[src/hdl/spi_pkg.sv]
package spi_pkg;

  // ================================================
  // frame widths
  // ================================================
  localparam int CMD_WIDTH  = 12;
  localparam int ADDR_WIDTH = 4;
  localparam int READ_WIDTH = 8;

  typedef logic [CMD_WIDTH-1:0]  cmd_t;
  typedef logic [ADDR_WIDTH-1:0] hdr_t;
  typedef logic [READ_WIDTH-1:0] read_t;

  // ================================================
  // master states
  // ================================================
  typedef enum logic [2:0] {
    IDLE,
    LOAD,
    W_DATA,
    W_END,
    R_HDR,
    R_GAP,
    R_DATA,
    R_END
  } spi_state_e;

endpackage
[src/hdl/spi_ctrl.sv]
module spi_ctrl #(
  parameter int HALF_PERIOD = 5,
  parameter int READ_GAP    = 100
) (
  input  logic           clk,
  input  logic           rst_n,
  input  spi_pkg::cmd_t  cmd_in,
  input  logic           cmd_vld,
  output logic           cmd_rdy,
  output logic           sclk,
  output logic           cs,
  output logic           mosi,
  input  logic           miso,
  output logic           read_vld,
  output spi_pkg::read_t read_data
);

  import spi_pkg::*;

  logic run;
  logic rise;
  logic fall;
  logic load;
  cmd_t load_data;
  logic shift;
  logic capture;

  spi_sclk_gen #(
    .HALF_PERIOD (HALF_PERIOD)
  ) i_sclk_gen (
    .clk   (clk),
    .rst_n (rst_n),
    .run   (run),
    .sclk  (sclk),
    .rise  (rise),
    .fall  (fall)
  );

  spi_shifter i_shifter (
    .clk       (clk),
    .rst_n     (rst_n),
    .load      (load),
    .load_data (load_data),
    .shift     (shift),
    .capture   (capture),
    .miso      (miso),
    .mosi      (mosi),
    .rx_data   (read_data)
  );

  spi_cmd_fsm #(
    .READ_GAP (READ_GAP)
  ) i_cmd_fsm (
    .clk       (clk),
    .rst_n     (rst_n),
    .cmd_in    (cmd_in),
    .cmd_vld   (cmd_vld),
    .cmd_rdy   (cmd_rdy),
    .cs        (cs),
    .run       (run),
    .rise      (rise),
    .fall      (fall),
    .load      (load),
    .load_data (load_data),
    .shift     (shift),
    .capture   (capture),
    .read_vld  (read_vld)
  );

endmodule

[src/hdl/spi_cmd_fsm.sv]
module spi_cmd_fsm #(
  parameter int READ_GAP = 100
) (
  input  logic          clk,
  input  logic          rst_n,
  input  spi_pkg::cmd_t cmd_in,
  input  logic          cmd_vld,
  output logic          cmd_rdy,
  output logic          cs,
  output logic          run,
  input  logic          rise,
  input  logic          fall,
  output logic          load,
  output spi_pkg::cmd_t load_data,
  output logic          shift,
  output logic          capture,
  output logic          read_vld
);

  import spi_pkg::*;

  localparam int BIT_W = $clog2(CMD_WIDTH + 1);
  localparam int GAP_W = $clog2(READ_GAP + 1);

  spi_state_e       state;
  spi_state_e       state_nxt;
  cmd_t             cmd_q;
  hdr_t             hdr;
  logic [BIT_W-1:0] bit_cnt;
  logic [BIT_W-1:0] frame_len;
  logic [GAP_W-1:0] gap_cnt;
  logic             frame_done;
  logic             gap_done;
  logic             is_write;

  assign is_write = cmd_q[CMD_WIDTH-1];
  assign hdr      = cmd_q[CMD_WIDTH-1 -: ADDR_WIDTH];

  // ================================================
  // frame bookkeeping
  // ================================================
  always_comb
  begin
    case (state)
      R_HDR:   frame_len = BIT_W'(ADDR_WIDTH);
      R_DATA:  frame_len = BIT_W'(READ_WIDTH);
      default: frame_len = BIT_W'(CMD_WIDTH);
    endcase
  end

  // a frame closes on the fall after its last rise.
  assign frame_done = fall && (bit_cnt == frame_len);
  assign gap_done   = (gap_cnt == GAP_W'(READ_GAP - 1));

  always_ff @(posedge clk or negedge rst_n)
  begin
    if (!rst_n)
      bit_cnt <= '0;
    else if (!run)
      bit_cnt <= '0;
    else if (rise)
      bit_cnt <= bit_cnt + 1'b1;
  end

  always_ff @(posedge clk or negedge rst_n)
  begin
    if (!rst_n)
      gap_cnt <= '0;
    else if (state == R_GAP)
      gap_cnt <= gap_cnt + 1'b1;
    else
      gap_cnt <= '0;
  end

  always_ff @(posedge clk)
  begin
    if (cmd_vld && cmd_rdy)
      cmd_q <= cmd_in;
  end

  // ================================================
  // state machine
  // ================================================
  always_comb
  begin
    state_nxt = state;
    case (state)
      IDLE:   if (cmd_vld) state_nxt = LOAD;
      LOAD:   state_nxt = is_write ? W_DATA : R_HDR;
      W_DATA: if (frame_done) state_nxt = W_END;
      W_END:  state_nxt = IDLE;
      R_HDR:  if (frame_done) state_nxt = R_GAP;
      R_GAP:  if (gap_done) state_nxt = R_DATA;
      R_DATA: if (frame_done) state_nxt = R_END;
      R_END:  state_nxt = IDLE;
      default: state_nxt = IDLE;
    endcase
  end

  always_ff @(posedge clk or negedge rst_n)
  begin
    if (!rst_n)
      state <= IDLE;
    else
      state <= state_nxt;
  end

  always_ff @(posedge clk or negedge rst_n)
  begin
    if (!rst_n)
      read_vld <= 1'b0;
    else
      read_vld <= (state == R_END);
  end

  assign run     = state inside {W_DATA, R_HDR, R_DATA};
  assign cs      = !run;
  assign cmd_rdy = (state == IDLE);
  assign load    = (state == LOAD);
  assign shift   = fall && run;
  assign capture = rise && (state == R_DATA);

  // header sits at the top so it leaves first.
  assign load_data = is_write ? cmd_q : {hdr, {(CMD_WIDTH - ADDR_WIDTH){1'b0}}};

  // ================================================
  // checks
  // ================================================
  a_idle_cs: assert property (@(posedge clk) disable iff (!rst_n)
    (state == IDLE) |=> cs)
    else $error("cs dropped straight out of IDLE");

  a_vld_src: assert property (@(posedge clk) disable iff (!rst_n)
    read_vld |-> cmd_rdy && $past(state, 2) == R_DATA)
    else $error("read_vld outside the end of a read");

  a_rdy_cs: assert property (@(posedge clk) disable iff (!rst_n)
    !cs |-> !cmd_rdy && !$past(cmd_rdy))
    else $error("cmd_rdy high during a frame or just before it");

endmodule

[src/hdl/spi_shifter.sv]
module spi_shifter (
  input  logic           clk,
  input  logic           rst_n,
  input  logic           load,
  input  spi_pkg::cmd_t  load_data,
  input  logic           shift,
  input  logic           capture,
  input  logic           miso,
  output logic           mosi,
  output spi_pkg::read_t rx_data
);

  import spi_pkg::*;

  cmd_t tx_q;

  // ================================================
  // transmit side
  // ================================================

  // msb first, zeros fill in from the bottom.
  always_ff @(posedge clk or negedge rst_n)
  begin
    if (!rst_n)
      tx_q <= '0;
    else if (load)
      tx_q <= load_data;
    else if (shift)
      tx_q <= {tx_q[CMD_WIDTH-2:0], 1'b0};
  end

  assign mosi = tx_q[CMD_WIDTH-1];

  // ================================================
  // receive side
  // ================================================

  // sampled on the sclk rise.
  always_ff @(posedge clk)
  begin
    if (capture)
      rx_data <= {rx_data[READ_WIDTH-2:0], miso};
  end

endmodule

[src/hdl/spi_sclk_gen.sv]
module spi_sclk_gen #(
  parameter int HALF_PERIOD = 5
) (
  input  logic clk,
  input  logic rst_n,
  input  logic run,
  output logic sclk,
  output logic rise,
  output logic fall
);

  localparam int CNT_W = $clog2(HALF_PERIOD + 1);

  logic [CNT_W-1:0] half_cnt;
  logic             toggle;

  // last clk of a half period.
  assign toggle = run && (half_cnt == CNT_W'(HALF_PERIOD - 1));

  always_ff @(posedge clk or negedge rst_n)
  begin
    if (!rst_n)
      half_cnt <= '0;
    else if (!run || toggle)
      half_cnt <= '0;
    else
      half_cnt <= half_cnt + 1'b1;
  end

  // sclk parks low between frames.
  always_ff @(posedge clk or negedge rst_n)
  begin
    if (!rst_n)
    begin
      sclk <= 1'b0;
      rise <= 1'b0;
      fall <= 1'b0;
    end
    else
    begin
      rise <= toggle && !sclk;
      fall <= toggle && sclk;
      if (!run)
        sclk <= 1'b0;
      else if (toggle)
        sclk <= ~sclk;
    end
  end

  a_edge_excl: assert property (@(posedge clk) disable iff (!rst_n)
    !(rise && fall) && ((rise || fall) == (sclk != $past(sclk))))
    else $error("rise or fall out of step with sclk");

endmodule

[config.mk]
export PLATFORM = sky130hd
export DESIGN_NAME = spi_ctrl
export DESIGN_NICKNAME = d
export VERILOG_FILES = /design/src/hdl/spi_pkg.sv /design/src/hdl/spi_ctrl.sv /design/src/hdl/spi_cmd_fsm.sv /design/src/hdl/spi_shifter.sv /design/src/hdl/spi_sclk_gen.sv
export SDC_FILE = /design/constraint.sdc
export NUM_CORES = 1
export LEC_CHECK = 0
export ABC_AREA = 1
export BUFFER_PORTS_ARGS = -buffer_cell sky130_fd_sc_hd__buf_2
export CAP_MARGIN = 30
export CORE_MARGIN = 3
export CORE_UTILIZATION = 55
export CTS_CLUSTER_DIAMETER = 60
export CTS_CLUSTER_SIZE = 40
export DETAILED_ROUTE_END_ITERATION = 12
export PLACE_DENSITY = 0.76
export SETUP_SLACK_MARGIN = 0.1
export SLEW_MARGIN = 10
export SYNTH_ARGS = -nofsm -noshare
export SYNTH_HDL_FRONTEND = slang
export SYNTH_SLANG_ARGS = --single-unit
[constraint.sdc]
create_clock -name clk -period 2.6 [get_ports clk]
set_input_delay 0.52 -clock clk [delete_from_list [all_inputs] [get_ports clk]]
set_output_delay 0.52 -clock clk [all_outputs]
set_load 0.005 [all_outputs]
==> metrics.txt <==
initial core utilization 0.575; Worst-path clk slew 90 ps; Rows 23; worst r2r dst i_shifter.tx_q[8]; Synth Instances 218; count of warnings emitted by yosys 0; Seq/Total Area, Yosys 0.611; outcome completed; CTS tree yes; Post-CTS Setup Bufs 0; Slew Limit Fails 0; largest cells by area after synthesis dfrtp_1 (35%), edfxtp_1 (26%), nand2_1 (5.1%); count of final hold-check violations 0; Fill cells 324; CP Class register to primary output; CTS Buf Count 5; maxcap violations 0; PostCTS Resize Cnt 0; Remaining DRCs 0; largest net degree at the start of global routing 34; Distinct cells, synth 32; setup violators final 0; Post-Syn Area per Cell 10.7 um2; leakage power 1.17 nW; P per Cell Area 954 nW/um2; first-pass GRT wire length 6560 um; most frequent cells in the layout dfrtp_1 (33), nand2_1 (32), inv_1 (31); DR vias 1490; Root Driver clkbuf_8; synthesized flop and latch total 53; R2R depth 7; CTS HTree Levels 2; post-layout min period 1930 ps; worst-case vdd ir drop 0.557 mV; # IOs 29; Synth top area share 0.354; r2r setup slk 910 ps; final wirelength 3750 um; worst hold path type input port to async pin; Reg-to-Reg Start i_cmd_fsm.state[1]; final setup TNS 0 ps; Slew HR 0.513; Core Box Area 4060 um2; GRT Resource Usage Total 0.167; Slew @ Worst Pin 731 ps; critical-path maximum fanout 6; die area 5060 um2; cts hold-fix bufs 0; synthesized cell area 2330 um2; DR pass1 iterations 4; Critical Path RT 2080 ps; vias per cell 4.98; WP data arrival 1410 ps; I/O Buffers 28; RSZ-0062 raised after global routing no; antenna cells 0; commonest non-fill, non-tap cell in the layout dfrtp_1; Crit. End Element primary output; worst-skew pair later-pin latency 300 ps; top_reg_cell synth dfrtp_1; Post-synth EDFFs 20; Clock Skew 5.34 ps; clk buf depth 2; layout cells sized above 1 0.237; Finished Core Util 0.639; Synth area leader dfrtp_1; final net count 269; initial antenna violation count 0; clk sinks 53; vias in the first global route 1419; Final Wtd Congestion 0.828; Post-Syn Nets 239; antenna violation net count after detailed routing 0; gr ovfl total 0; P&R area growth vs syn 11.1%; crit share post-route 0.743; wire per inst 12.5 um; placed wire-length estimate 2570 um; die extent in y 71.1 um; fmax 0.517 GHz; First DRT Iteration DRCs 102; fraction of registers with async set/reset 0.623; Critical Path Start Type register; die width 71.1 um
-- report_power, final --
part	switching, mW	internal (mW)	leakage (nW)	total (mW)
Combinational	0.511	0.268	0.486	0.779
Clock	0.252	0.286	0.0552	0.537
Sequential	0.110	1.05	0.625	1.16
-- worst max-delay path by stage --
stage | from | end | cells after the start
final | i_cmd_fsm.state[1] | cs | 5
after global routing | i_cmd_fsm.state[1] | cs | 5
after CTS | i_cmd_fsm.state[1] | cs | 5
after detailed placement | i_cmd_fsm.state[1] | i_shifter.tx_q[8] | 7
after global placement | i_cmd_fsm.state[2] | i_shifter.rx_data[7] | 2
after floorplan | cmd_vld | i_cmd_fsm.cmd_q[0] | 2
-- cell usage after synthesis, types with 2 or more instances --
cell	n
inv_2	2
nor3_1	4
buf_2	2
dfrtp_1	33
nand4_1	3
nand2_4	2
o21ai_2	9
xnor2_1	2
nor2_1	18
edfxtp_1	20
nand3_1	15
o21ai_1	10
ha_1	5
inv_1	31
nand2_1	32
o21ai_0	3
buf_6	3
o211ai_2	2
a21oi_1	7
nand2_2	3
-- sequential cells by signal (all words and copies together) (netlist names) --
signal and flops:
i_cmd_fsm.cmd_q 12, i_shifter.tx_q 12, i_shifter.rx_data 8, i_cmd_fsm.gap_cnt 7
i_cmd_fsm.bit_cnt 4, i_cmd_fsm.state 3, i_sclk_gen.half_cnt 3, i_cmd_fsm.read_vld 1
i_sclk_gen.fall 1, i_sclk_gen.rise 1, i_sclk_gen.sclk 1
-- kinds of logic after synthesis --
family / count (synthesis) / synth area share
AND/OR/NAND/NOR: 80 / 0.159
AO/OA/AOI/OAI: 37 / 0.110
buffers and inverters: 40 / 0.0820
flip-flops: 53 / 0.611
adder cells (fa/ha/maj): 5 / 0.0268
XOR/XNOR: 3 / 0.0113
-- per-layer routing --
layer / global-route usage / vias to the layer above / part of all wire
met2: 0.238 / 29 / 0.46
met1: 0.242 / 684 / 0.48
met4: 0.0731 / 0 / 0.0067
met5: 0 / - / 0
met3: 0.0412 / 4 / 0.048
li1: - / 773 / -
-- worst max-delay path: stages, from the launching register on --
cell and delay [ps]:
dfrtp_1 450, nor2_1 190, nand2_2 120, nand2_4 110, inv_1 100, buf_2 140
-- cell type report --
class / instances / area (um2) / share of cell area
clock inverter: 2 / 35.0 / 0.0135
timing repair buffer: 29 / 148 / 0.0569
sequential: 53 / 1430 / 0.550
multi-input combinational: 125 / 716 / 0.276
clock buffer: 6 / 72.6 / 0.0280
tap: 50 / 62.6 / 0.0241
inverter: 34 / 133 / 0.0512
-- per-stage QoR --
stage / power [mW] / setup WS, ps / hold WS [ps] / instance area (um2) / cells
finish: 2.47 / 667 / 269 / 2590 / 299
global route: 2.65 / 578 / 320 / 2590 / 299
CTS: 2.49 / 658 / 299 / 2590 / 299
detailed placement: 1.95 / 954 / 427 / 2480 / 291
global placement: 1.93 / 1040 / 429 / 2480 / 291
floorplan: 1.82 / 752 / 224 / 2330 / 218
No activity file was read; power rests on OpenSTA's default activity.
